### config.mk
export PLATFORM = sky130hd
export DESIGN_NAME = ndn_link_top
export DESIGN_NICKNAME = d
export VERILOG_FILES = /design/src/verilog/link_pkg.sv /design/src/verilog/ndn_pkg.sv /design/src/verilog/ndn_pkt_if.sv /design/src/verilog/link_cfg.sv /design/src/verilog/ndn_link_rx.sv /design/src/verilog/ndn_link_top.sv /design/src/verilog/ndn_link_tx.sv
export SDC_FILE = /design/constraint.sdc
export NUM_CORES = 1
export LEC_CHECK = 0
export BUFFER_PORTS_ARGS = -buffer_cell sky130_fd_sc_hd__buf_2
export CORE_MARGIN = 2
export CORE_UTILIZATION = 40
export DETAILED_ROUTE_END_ITERATION = 10
export PLACE_DENSITY_LB_ADDON = 0.08
export SLEW_MARGIN = 20
export SYNTH_ARGS = -nofsm -noshare
export SYNTH_HDL_FRONTEND = slang
export SYNTH_SLANG_ARGS = --single-unit
### constraint.sdc
create_clock -name clk -period 36 [get_ports clk]
set_input_delay 0 -clock clk [delete_from_list [all_inputs] [get_ports clk]]
set_output_delay 0 -clock clk [all_outputs]
set_load 0.005 [all_outputs]
### src/verilog/link_pkg.sv
// Serial link package with FSM states, config register opcodes and line levels
package link_pkg;

    // Common frame walk, shared by both directions
    typedef enum logic [1:0] {
        ST_IDLE   = 2'd0,
        ST_META   = 2'd1,
        ST_PREFIX = 2'd2,
        ST_DATA   = 2'd3
    } link_state_e;

    // Transmit and receive FSMs step through the same fields
    typedef link_state_e tx_state_e;
    typedef link_state_e rx_state_e;

    // Config register map
    typedef enum logic [1:0] {
        CFG_CTRL        = 2'd0,
        CFG_TX_CNT      = 2'd1,
        CFG_RX_INT_CNT  = 2'd2,
        CFG_RX_DATA_CNT = 2'd3
    } cfg_addr_e;

    // Line level between frames, the start bit is its inverse
    localparam logic LINE_IDLE = 1'b1;

endpackage

### src/verilog/ndn_pkg.sv
// NDN packet format package with the meta byte layout and default field widths
package ndn_pkg;

    // Packet kind as carried in meta bit 6
    typedef enum logic {
        PKT_DATA     = 1'b0,
        PKT_INTEREST = 1'b1
    } pkt_kind_e;

    // Meta byte, first on the wire and MSB first
    // Bit 7 is spare, bit 6 the kind, bits 5..0 the prefix length
    typedef struct packed {
        logic       spare;
        pkt_kind_e  kind;
        // Carried through as received, never checked against PREFIX_BITS
        logic [5:0] prefix_len;
    } ndn_meta_t;

    // Width of the meta field on the line
    localparam int META_BITS = 8;

    // Default prefix name width
    localparam int PREFIX_BITS_DEF = 64;

    // Default content width, only present in data packets
    localparam int DATA_BITS_DEF = 256;

    // Frame length in line cycles = start bit + meta + prefix (+ content)
    // Data frame:     1 + META_BITS + PREFIX_BITS + DATA_BITS
    // Interest frame: 1 + META_BITS + PREFIX_BITS

endpackage

### src/verilog/ndn_pkt_if.sv
// Packet bundle carrying one NDN packet's valid strobe and fields
interface ndn_pkt_if #(
    parameter int PREFIX_BITS = ndn_pkg::PREFIX_BITS_DEF,
    parameter int DATA_BITS   = ndn_pkg::DATA_BITS_DEF
);

    // One-cycle strobe, fields are meaningful while it is high
    logic                   valid;
    ndn_pkg::ndn_meta_t     meta;
    logic [PREFIX_BITS-1:0] prefix;
    // Zero for interest packets on the receive side
    logic [DATA_BITS-1:0]   data;

    // Producer of a packet
    modport src (
        output valid, meta, prefix, data
    );

    // Consumer of a whole packet
    modport snk (
        input valid, meta, prefix, data
    );

    // Observer that only needs the strobe and the kind
    modport mon (
        input valid, meta
    );

endinterface
### src/verilog/link_cfg.sv
// Link config block with control, frame counters and loopback line select
module link_cfg #(
    parameter int CNT_W = 16
) (
    input  logic                clk,
    input  logic                rst,
    input  logic                cfg_we,
    input  link_pkg::cfg_addr_e cfg_addr,
    input  logic [CNT_W-1:0]    cfg_wdata,
    output logic [CNT_W-1:0]    cfg_rdata,
    input  logic                tx_start,
    ndn_pkt_if.mon              rx_mon,
    input  logic                mosi,
    input  logic                miso,
    output logic                tx_enable,
    output logic                rx_line
);

    // Slot 0 counts accepted sends, slot 1 received interests and slot 2 received data
    localparam int NUM_CNT = 3;

    logic                loopback;
    logic [NUM_CNT-1:0]  cnt_inc;
    logic [CNT_W-1:0]    cnt_q [NUM_CNT];

    // CTRL bit 0 enables transmit, bit 1 loops mosi back
    always_ff @(posedge clk or posedge rst) begin
        if (rst) begin
            tx_enable <= 1'b1;
            loopback  <= 1'b0;
        end else if (cfg_we && (cfg_addr == link_pkg::CFG_CTRL)) begin
            tx_enable <= cfg_wdata[0];
            loopback  <= cfg_wdata[1];
        end
    end

    // Receive counts split by the kind of the finished packet
    assign cnt_inc[0] = tx_start;
    assign cnt_inc[1] = rx_mon.valid && (rx_mon.meta.kind == ndn_pkg::PKT_INTEREST);
    assign cnt_inc[2] = rx_mon.valid && (rx_mon.meta.kind == ndn_pkg::PKT_DATA);

    for (genvar i = 0; i < NUM_CNT; i++) begin : g_cnt
        logic cnt_clr;

        // Counter i sits at register address i + 1
        assign cnt_clr = cfg_we && (cfg_addr == link_pkg::cfg_addr_e'(i + 1));

        // Clear beats a same-cycle increment
        always_ff @(posedge clk or posedge rst) begin
            if (rst) begin
                cnt_q[i] <= '0;
            end else if (cnt_clr) begin
                cnt_q[i] <= '0;
            end else if (cnt_inc[i]) begin
                cnt_q[i] <= cnt_q[i] + CNT_W'(1);
            end
        end

        // A counter only moves to a nonzero value on an increment without a clear
        a_clr_wins: assert property (@(posedge clk) disable iff (rst)
            (cnt_q[i] != $past(cnt_q[i])) && (cnt_q[i] != '0)
            |-> $past(cnt_inc[i]) && !$past(cnt_clr));
    end

    // Receiver input from internal loopback or the far end
    assign rx_line = loopback ? mosi : miso;

    // Combinational read decode
    always_comb begin
        cfg_rdata = '0;
        case (cfg_addr)
            link_pkg::CFG_CTRL: begin
                cfg_rdata[0] = tx_enable;
                cfg_rdata[1] = loopback;
            end
            link_pkg::CFG_TX_CNT:      cfg_rdata = cnt_q[0];
            link_pkg::CFG_RX_INT_CNT:  cfg_rdata = cnt_q[1];
            link_pkg::CFG_RX_DATA_CNT: cfg_rdata = cnt_q[2];
            default:                   cfg_rdata = '0;
        endcase
    end

endmodule

### src/verilog/ndn_link_rx.sv
// Frame deserializer detecting the start bit, filling the fields and pulsing valid
module ndn_link_rx #(
    parameter int PREFIX_BITS = ndn_pkg::PREFIX_BITS_DEF,
    parameter int DATA_BITS   = ndn_pkg::DATA_BITS_DEF
) (
    input  logic   clk,
    input  logic   rst,
    input  logic   rx_line,
    ndn_pkt_if.src pkt
);

    localparam int META_BITS = ndn_pkg::META_BITS;
    // Same counter sizing as the transmitter
    localparam int MAX_PD    = (PREFIX_BITS > DATA_BITS) ? PREFIX_BITS : DATA_BITS;
    localparam int MAX_FIELD = (MAX_PD > META_BITS) ? MAX_PD : META_BITS;
    localparam int BIT_W     = $clog2(MAX_FIELD);

    link_pkg::rx_state_e state;
    logic [BIT_W-1:0]    bit_cnt;
    logic                start_bit;
    logic                field_done;

    assign start_bit  = (state == link_pkg::ST_IDLE) && (rx_line != link_pkg::LINE_IDLE);
    assign field_done = (bit_cnt == '0);

    always_ff @(posedge clk or posedge rst) begin
        if (rst) begin
            state     <= link_pkg::ST_IDLE;
            bit_cnt   <= '0;
            pkt.valid <= 1'b0;
        end else begin
            // Strobe defaults low, set only on the last bit
            pkt.valid <= 1'b0;
            case (state)
                link_pkg::ST_IDLE: begin
                    if (start_bit) begin
                        state   <= link_pkg::ST_META;
                        bit_cnt <= BIT_W'(META_BITS - 1);
                    end
                end
                link_pkg::ST_META: begin
                    if (field_done) begin
                        state   <= link_pkg::ST_PREFIX;
                        bit_cnt <= BIT_W'(PREFIX_BITS - 1);
                    end else begin
                        bit_cnt <= bit_cnt - 1'b1;
                    end
                end
                link_pkg::ST_PREFIX: begin
                    if (field_done) begin
                        // Meta is complete by now, so the kind bit is settled
                        if (pkt.meta.kind == ndn_pkg::PKT_INTEREST) begin
                            pkt.valid <= 1'b1;
                            state     <= link_pkg::ST_IDLE;
                        end else begin
                            state   <= link_pkg::ST_DATA;
                            bit_cnt <= BIT_W'(DATA_BITS - 1);
                        end
                    end else begin
                        bit_cnt <= bit_cnt - 1'b1;
                    end
                end
                default: begin
                    if (field_done) begin
                        pkt.valid <= 1'b1;
                        state     <= link_pkg::ST_IDLE;
                    end else begin
                        bit_cnt <= bit_cnt - 1'b1;
                    end
                end
            endcase
        end
    end

    // Field registers, MSB first so each bit enters at the bottom
    always_ff @(posedge clk) begin
        case (state)
            link_pkg::ST_IDLE: begin
                // Interest packets must report empty content
                if (start_bit) begin
                    pkt.data <= '0;
                end
            end
            link_pkg::ST_META: begin
                pkt.meta <= {pkt.meta[META_BITS-2:0], rx_line};
            end
            link_pkg::ST_PREFIX: begin
                pkt.prefix <= {pkt.prefix[PREFIX_BITS-2:0], rx_line};
            end
            default: begin
                pkt.data <= {pkt.data[DATA_BITS-2:0], rx_line};
            end
        endcase
    end

    // A frame is far longer than one cycle, so valid can never repeat
    a_valid_pulse: assert property (@(posedge clk) disable iff (rst)
        pkt.valid |=> !pkt.valid);

endmodule

### src/verilog/ndn_link_top.sv
// NDN serial link top level tying transmitter, receiver and config block together
module ndn_link_top #(
    parameter int PREFIX_BITS = ndn_pkg::PREFIX_BITS_DEF,
    parameter int DATA_BITS   = ndn_pkg::DATA_BITS_DEF,
    parameter int CNT_W       = 16
) (
    input  logic                   clk,
    input  logic                   rst,
    // Forwarder side, transmit
    input  logic                   tx_valid,
    input  ndn_pkg::ndn_meta_t     tx_meta,
    input  logic [PREFIX_BITS-1:0] tx_prefix,
    input  logic [DATA_BITS-1:0]   tx_data,
    output logic                   tx_busy,
    // Serial line
    output logic                   mosi,
    input  logic                   miso,
    // Forwarder side, receive
    output logic                   rx_valid,
    output ndn_pkg::ndn_meta_t     rx_meta,
    output logic [PREFIX_BITS-1:0] rx_prefix,
    output logic [DATA_BITS-1:0]   rx_data,
    // Register port
    input  logic                   cfg_we,
    input  link_pkg::cfg_addr_e    cfg_addr,
    input  logic [CNT_W-1:0]       cfg_wdata,
    output logic [CNT_W-1:0]       cfg_rdata
);

    logic tx_enable;
    logic tx_start;
    logic rx_line;

    ndn_pkt_if #(.PREFIX_BITS(PREFIX_BITS), .DATA_BITS(DATA_BITS)) tx_pkt ();
    ndn_pkt_if #(.PREFIX_BITS(PREFIX_BITS), .DATA_BITS(DATA_BITS)) rx_pkt ();

    // Outgoing packet straight from the ports
    assign tx_pkt.valid  = tx_valid;
    assign tx_pkt.meta   = tx_meta;
    assign tx_pkt.prefix = tx_prefix;
    assign tx_pkt.data   = tx_data;

    // Received packet back out to the forwarder
    assign rx_valid  = rx_pkt.valid;
    assign rx_meta   = rx_pkt.meta;
    assign rx_prefix = rx_pkt.prefix;
    assign rx_data   = rx_pkt.data;

    ndn_link_tx #(.PREFIX_BITS(PREFIX_BITS), .DATA_BITS(DATA_BITS)) u_tx (
        .clk       (clk),
        .rst       (rst),
        .tx_enable (tx_enable),
        .pkt       (tx_pkt),
        .tx_start  (tx_start),
        .tx_busy   (tx_busy),
        .mosi      (mosi)
    );

    ndn_link_rx #(.PREFIX_BITS(PREFIX_BITS), .DATA_BITS(DATA_BITS)) u_rx (
        .clk     (clk),
        .rst     (rst),
        .rx_line (rx_line),
        .pkt     (rx_pkt)
    );

    link_cfg #(.CNT_W(CNT_W)) u_cfg (
        .clk       (clk),
        .rst       (rst),
        .cfg_we    (cfg_we),
        .cfg_addr  (cfg_addr),
        .cfg_wdata (cfg_wdata),
        .cfg_rdata (cfg_rdata),
        .tx_start  (tx_start),
        .rx_mon    (rx_pkt),
        .mosi      (mosi),
        .miso      (miso),
        .tx_enable (tx_enable),
        .rx_line   (rx_line)
    );

endmodule

### src/verilog/ndn_link_tx.sv
// Frame serializer capturing a packet on tx_valid and shifting it out on mosi
module ndn_link_tx #(
    parameter int PREFIX_BITS = ndn_pkg::PREFIX_BITS_DEF,
    parameter int DATA_BITS   = ndn_pkg::DATA_BITS_DEF
) (
    input  logic   clk,
    input  logic   rst,
    input  logic   tx_enable,
    ndn_pkt_if.snk pkt,
    output logic   tx_start,
    output logic   tx_busy,
    output logic   mosi
);

    localparam int META_BITS = ndn_pkg::META_BITS;
    // Bit counter covers the longest field
    localparam int MAX_PD    = (PREFIX_BITS > DATA_BITS) ? PREFIX_BITS : DATA_BITS;
    localparam int MAX_FIELD = (MAX_PD > META_BITS) ? MAX_PD : META_BITS;
    localparam int BIT_W     = $clog2(MAX_FIELD);

    link_pkg::tx_state_e    state;
    logic [BIT_W-1:0]       bit_cnt;
    logic [META_BITS-1:0]   meta_sr;
    logic [PREFIX_BITS-1:0] prefix_sr;
    logic [DATA_BITS-1:0]   data_sr;
    logic                   is_data;
    logic                   accept;
    logic                   field_done;

    // Busy also covers the last bit's cycle, so back-to-back frames get one idle bit
    assign accept     = pkt.valid && tx_enable && !tx_busy;
    assign tx_start   = accept;
    assign field_done = (bit_cnt == '0);

    always_ff @(posedge clk or posedge rst) begin
        if (rst) begin
            state   <= link_pkg::ST_IDLE;
            bit_cnt <= '0;
            tx_busy <= 1'b0;
            mosi    <= link_pkg::LINE_IDLE;
        end else begin
            case (state)
                link_pkg::ST_IDLE: begin
                    if (accept) begin
                        // Start bit goes out right after the capture edge
                        mosi    <= ~link_pkg::LINE_IDLE;
                        state   <= link_pkg::ST_META;
                        bit_cnt <= BIT_W'(META_BITS - 1);
                        tx_busy <= 1'b1;
                    end else begin
                        mosi    <= link_pkg::LINE_IDLE;
                        tx_busy <= 1'b0;
                    end
                end
                link_pkg::ST_META: begin
                    mosi <= meta_sr[META_BITS-1];
                    if (field_done) begin
                        state   <= link_pkg::ST_PREFIX;
                        bit_cnt <= BIT_W'(PREFIX_BITS - 1);
                    end else begin
                        bit_cnt <= bit_cnt - 1'b1;
                    end
                end
                link_pkg::ST_PREFIX: begin
                    mosi <= prefix_sr[PREFIX_BITS-1];
                    if (field_done) begin
                        // Interest frames end after the prefix
                        if (is_data) begin
                            state   <= link_pkg::ST_DATA;
                            bit_cnt <= BIT_W'(DATA_BITS - 1);
                        end else begin
                            state <= link_pkg::ST_IDLE;
                        end
                    end else begin
                        bit_cnt <= bit_cnt - 1'b1;
                    end
                end
                default: begin
                    mosi <= data_sr[DATA_BITS-1];
                    if (field_done) begin
                        state <= link_pkg::ST_IDLE;
                    end else begin
                        bit_cnt <= bit_cnt - 1'b1;
                    end
                end
            endcase
        end
    end

    // Packet copy shifted left so the MSB is always the next bit
    always_ff @(posedge clk) begin
        if (accept) begin
            meta_sr   <= pkt.meta;
            prefix_sr <= pkt.prefix;
            data_sr   <= pkt.data;
            is_data   <= (pkt.meta.kind == ndn_pkg::PKT_DATA);
        end else begin
            case (state)
                link_pkg::ST_META:   meta_sr   <= meta_sr << 1;
                link_pkg::ST_PREFIX: prefix_sr <= prefix_sr << 1;
                link_pkg::ST_DATA:   data_sr   <= data_sr << 1;
                default: ;
            endcase
        end
    end

    // Outside a frame the line sits at its idle level
    a_idle_line: assert property (@(posedge clk) disable iff (rst)
        (state == link_pkg::ST_IDLE) && !tx_busy |-> mosi == link_pkg::LINE_IDLE);

endmodule

==> impl_results.md <==
* Syn nets at 2829
* Root Buffer: clkbuf_16
* Drt wl/cell at between 15 and 20 um
* Hold path endpoint: u_cfg.cnt_q[31]$_DFFE_PP0P_
* 1st-iter DRT viols at approximately 1600
* Cell Area, Placed at approximately 34000 um^2
* Worst hold path type: primary input to register
* Yosys reg bits at 730
* Tcrit/Tclk final at roughly 10%
* Max-slew violation count at 0
* IO Pins at ~700
* Worst vdd ir at 0.0000613 V
* Largest net degree at the start of global routing at between 200 and 250
* Syn-to-layout area delta at 35.1%
* # resized after CTS at 0
* Global-route usage over all layers at around 20%
* Initial DRT Pass Iterations at 5
* CTS buffer count at about 80
* Die H at roughly 280 um
* Post-synth cell types at about 60
* Worst Tran Pin Value at ~1.1 ns
* Row count at 100
* Share of layout cells above drive strength 1 at about a quarter
* HP Start: cfg_addr[1]
* Max cap viols at 0
* Number of flops mapped to enable cells by yosys at 657
* CTS tree: done
* Final Power at around 3.4 mW
* Slew HR at between 20% and 30%
* CP Max Fanout at 202
* Gp weighted congestion at slightly above 0.8
* Post-route setup TNS at 0 ns
* Clock skew at 0.0281 ns
* Worst-Skew Late Latency at approximately 0.62 ns
* GRT overflow at 0
* Primary FF master, synth: edfxtp_1
* Worst Hold Depth at 4
* DR vias at between 20000 and 25000
* Placed cell count at roughly 4000
* Origin of the critical flop-to-flop path: u_rx.state[0]$_DFFE_PP0P_
* Reg2reg end: u_rx.pkt.data[193]$_SDFFCE_PP0P_
* Starting Density at 40.2%
* Startpoint Class: register
* Core region area at 74100 um^2
* Synthesized area per cell at about 12 um^2
* Data arrival, critical path at roughly 3.7 ns
* Critical path class: register to register
* H-tree Lvls at 3
* IO Port Bufs at 683
* Die area at around 77000 um^2
* Seq/Total Area, Yosys at between 70% and 80%
* Synthesis warning total at 0
* Outcome: completed
* Static Leakage at ~17 nW
* Reg-to-reg slack, setup at roughly 32 ns
* First-pass GRT wire length at 123000 um
* Achievable Freq at between 200 and 300 MHz
* Pwr Density at roughly 85 nW/um^2
* RSZ-0062 raised after global routing: false
* Fin Hold WS at ~0.12 ns
* Post-Layout Inst Area at a little over 40000 um^2
* Synth Instances at about 2500
* Die Wd at around 280 um
* Worst-path clk slew at 0.06 ns
* Final Hold Viols at 0
* Initial antenna violation count at 25
* Vias per inst at between 4 and 5
* Mapped cell area at approximately 30000 um^2
* Post-route minimum period at 3.51 ns
* Endpoints failing setup at 0
* Layout Cells excl Fill at 4522
* Routed WL at between 80000 and 90000 um
* DRC viols at 0
* Clk buf depth at 3
* Vias in the first global route at ~22000
* Clock Sinks at 730
* ANT nets after route at 0
* Half-perimeter wire length after placement at between 50000 and 60000 um
* Ys async rst share at roughly a tenth
* Post-layout nets at approximately 3800
* Critical Path RT at 36.22 ns
* Reg2reg path depth at 6
* Crit. End Element: register
* Post-CTS Setup Bufs at 0
[repair_timing]
action	in CTS	in global routing
setup endpoints to repair	0	0
hold endpoints to repair	421	0
hold buffers	337	0
[how the worst max path moves through the flow]
stage,startpoint,endpoint,slack [ns],cells past startpoint
6_report,u_rx.state[0]$_DFFE_PP0P_,u_rx.pkt.data[193]$_SDFFCE_PP0P_,32.49,6
5_1_grt,u_rx.state[0]$_DFFE_PP0P_,u_rx.pkt.data[116]$_SDFFCE_PP0P_,32.20,6
4_1_cts,u_rx.state[0]$_DFFE_PP0P_,u_rx.pkt.data[56]$_SDFFCE_PP0P_,32.47,6
3_5_place_dp,u_rx.state[0]$_DFFE_PP0P_,u_rx.pkt.data[80]$_SDFFCE_PP0P_,32.47,6
3_3_place_gp,u_rx.state[0]$_DFFE_PP0P_,u_rx.pkt.data[100]$_SDFFCE_PP0P_,32.55,6
2_1_floorplan,u_cfg.loopback$_DFFE_PP0P_,u_rx.pkt.data[0]$_SDFFCE_PP0P_,23.44,4
[routing by layer]
metal | vias to the layer above | GRT usage, % | share of wire [%]
met1 | 10700 | 25.4 | 41
met3 | 147 | 4.99 | 6.1
li1 | 10400 | - | -
met4 | 10 | 6.79 | 2.8
met5 | - | 0 | 0.088
met2 | 647 | 34.5 | 50
[stage by stage]
stage               utilization (%)  setup WS (ns)
floorplan                         -          23.44
detailed placement             46.1          32.47
finish                         54.3          32.49
CTS                            54.2          32.47
global placement               46.1          32.55
global route                   54.3          32.20
[state kept, by name, indices dropped and copies added, names as in the netlist, 2 cells and up]
register / count
u_rx.pkt.data: 256
u_tx.data_sr: 256
u_rx.pkt.prefix: 64
u_tx.prefix_sr: 64
u_cfg.cnt_q: 48
u_rx.bit_cnt: 8
u_rx.pkt.meta: 8
u_tx.bit_cnt: 8
u_tx.meta_sr: 8
u_rx.state: 2
u_tx.state: 2
[power by group]
part           total [mW]  switching [mW]  internal (mW)  leakage, nW
combinational       0.933           0.595          0.338         8.50
sequential           1.67           0.157           1.51         7.39
clock               0.834           0.342          0.491         1.30
[cell usage after synthesis (all sizes together), types with 2 or more instances]
master	instances	area, um^2
or3b	2	17.5
edfxtp	657	19700
buf	14	60.1
nor2	49	184
a31oi	3	18.8
or3	16	100
o32ai	2	17.5
nor3	12	60.1
xnor2	12	105
a22o	17	149
mux2i	3	30.0
o21ai	29	145
inv	21	78.8
a41o	2	20.0
nor4b	3	32.5
mux4	3	67.6
and4	3	26.3
and3	4	25.0
ha	9	113
o21a	2	15.0
nand3b	2	15.0
nor3b	3	22.5
nor4	8	50.1
or4b	2	23.8
o211ai	2	15.0
and2	8	50.1
dfrtp	71	1780
nand2b	4	25.0
nand4	17	106
nand2	1012	3810
dfstp	2	52.6
nand3	13	65.1
o31a	3	26.3
mux2	15	169
xor2	17	149
clkbuf	109	409
a21oi	24	120
nor2b	259	1620
or4	9	67.6
o31ai	6	45.0
a211oi	5	37.5
[worst max-delay path, stage by stage (launching register included)]
cell     delay (ns)
dfrtp_1        0.41
inv_1          0.13
ha_4           0.46
and2_1         0.44
nor2_4         0.13
buf_4          0.58
buf_12         0.76
[cell type report]
| cell class | count | area, um^2 |
|---|---|---|
| Antenna cell | 22 | 55.1 |
| Clock buffer | 108 | 2210 |
| Clock inverter | 44 | 454 |
| Fill cell | 6483 | 33800 |
| Inverter | 21 | 86.3 |
| Multi-Input combinational cell | 1595 | 7720 |
| Sequential cell | 730 | 21600 |
| Tap cell | 969 | 1210 |
| Timing Repair Buffer | 1033 | 6930 |
[layout by cell type (no fill, tap or decap), types with 4 or more instances in the layout]
cell           instances
nand2b_1               4
dlygate4sd3_1        337
nand4_1               17
nor2b_1              259
or3_1                 16
xnor2_1               12
bufinv_16              8
xor2_1                17
nor3_1                12
o31ai_1                6
clkinv_2              14
and2_1                 8
nand3_1               13
or4_1                  9
o21ai_0               27
clkinv_1              17
diode_2               22
dfrtp_1               71
clkbuf_16             84
a211oi_1               5
nor2_1                48
mux2_2                15
nor4_1                 8
buf_2                683
a22o_1                17
inv_1                 19
and3_1                 4
clkbuf_1              22
ha_1                   7
nand2_1             1010
buf_4                  9
a21oi_1               24
edfxtp_1             657
[logic make-up (layout without fill, tap and decap cells)]
logic type	Yosys count	in the layout	share of synthesized area, %
AND/OR/NAND/NOR	1429	1429	21.2
flip-flops	730	730	72.4
buffers and inverters	144	1206	1.84
AO/OA/AOI/OAI	107	107	2.40
XOR/XNOR	29	29	0.853
multiplexers	21	21	0.895
adder cells (fa/ha/maj)	9	9	0.378
other	0	22	0
Note: power is estimated with default switching activity, not from simulation.
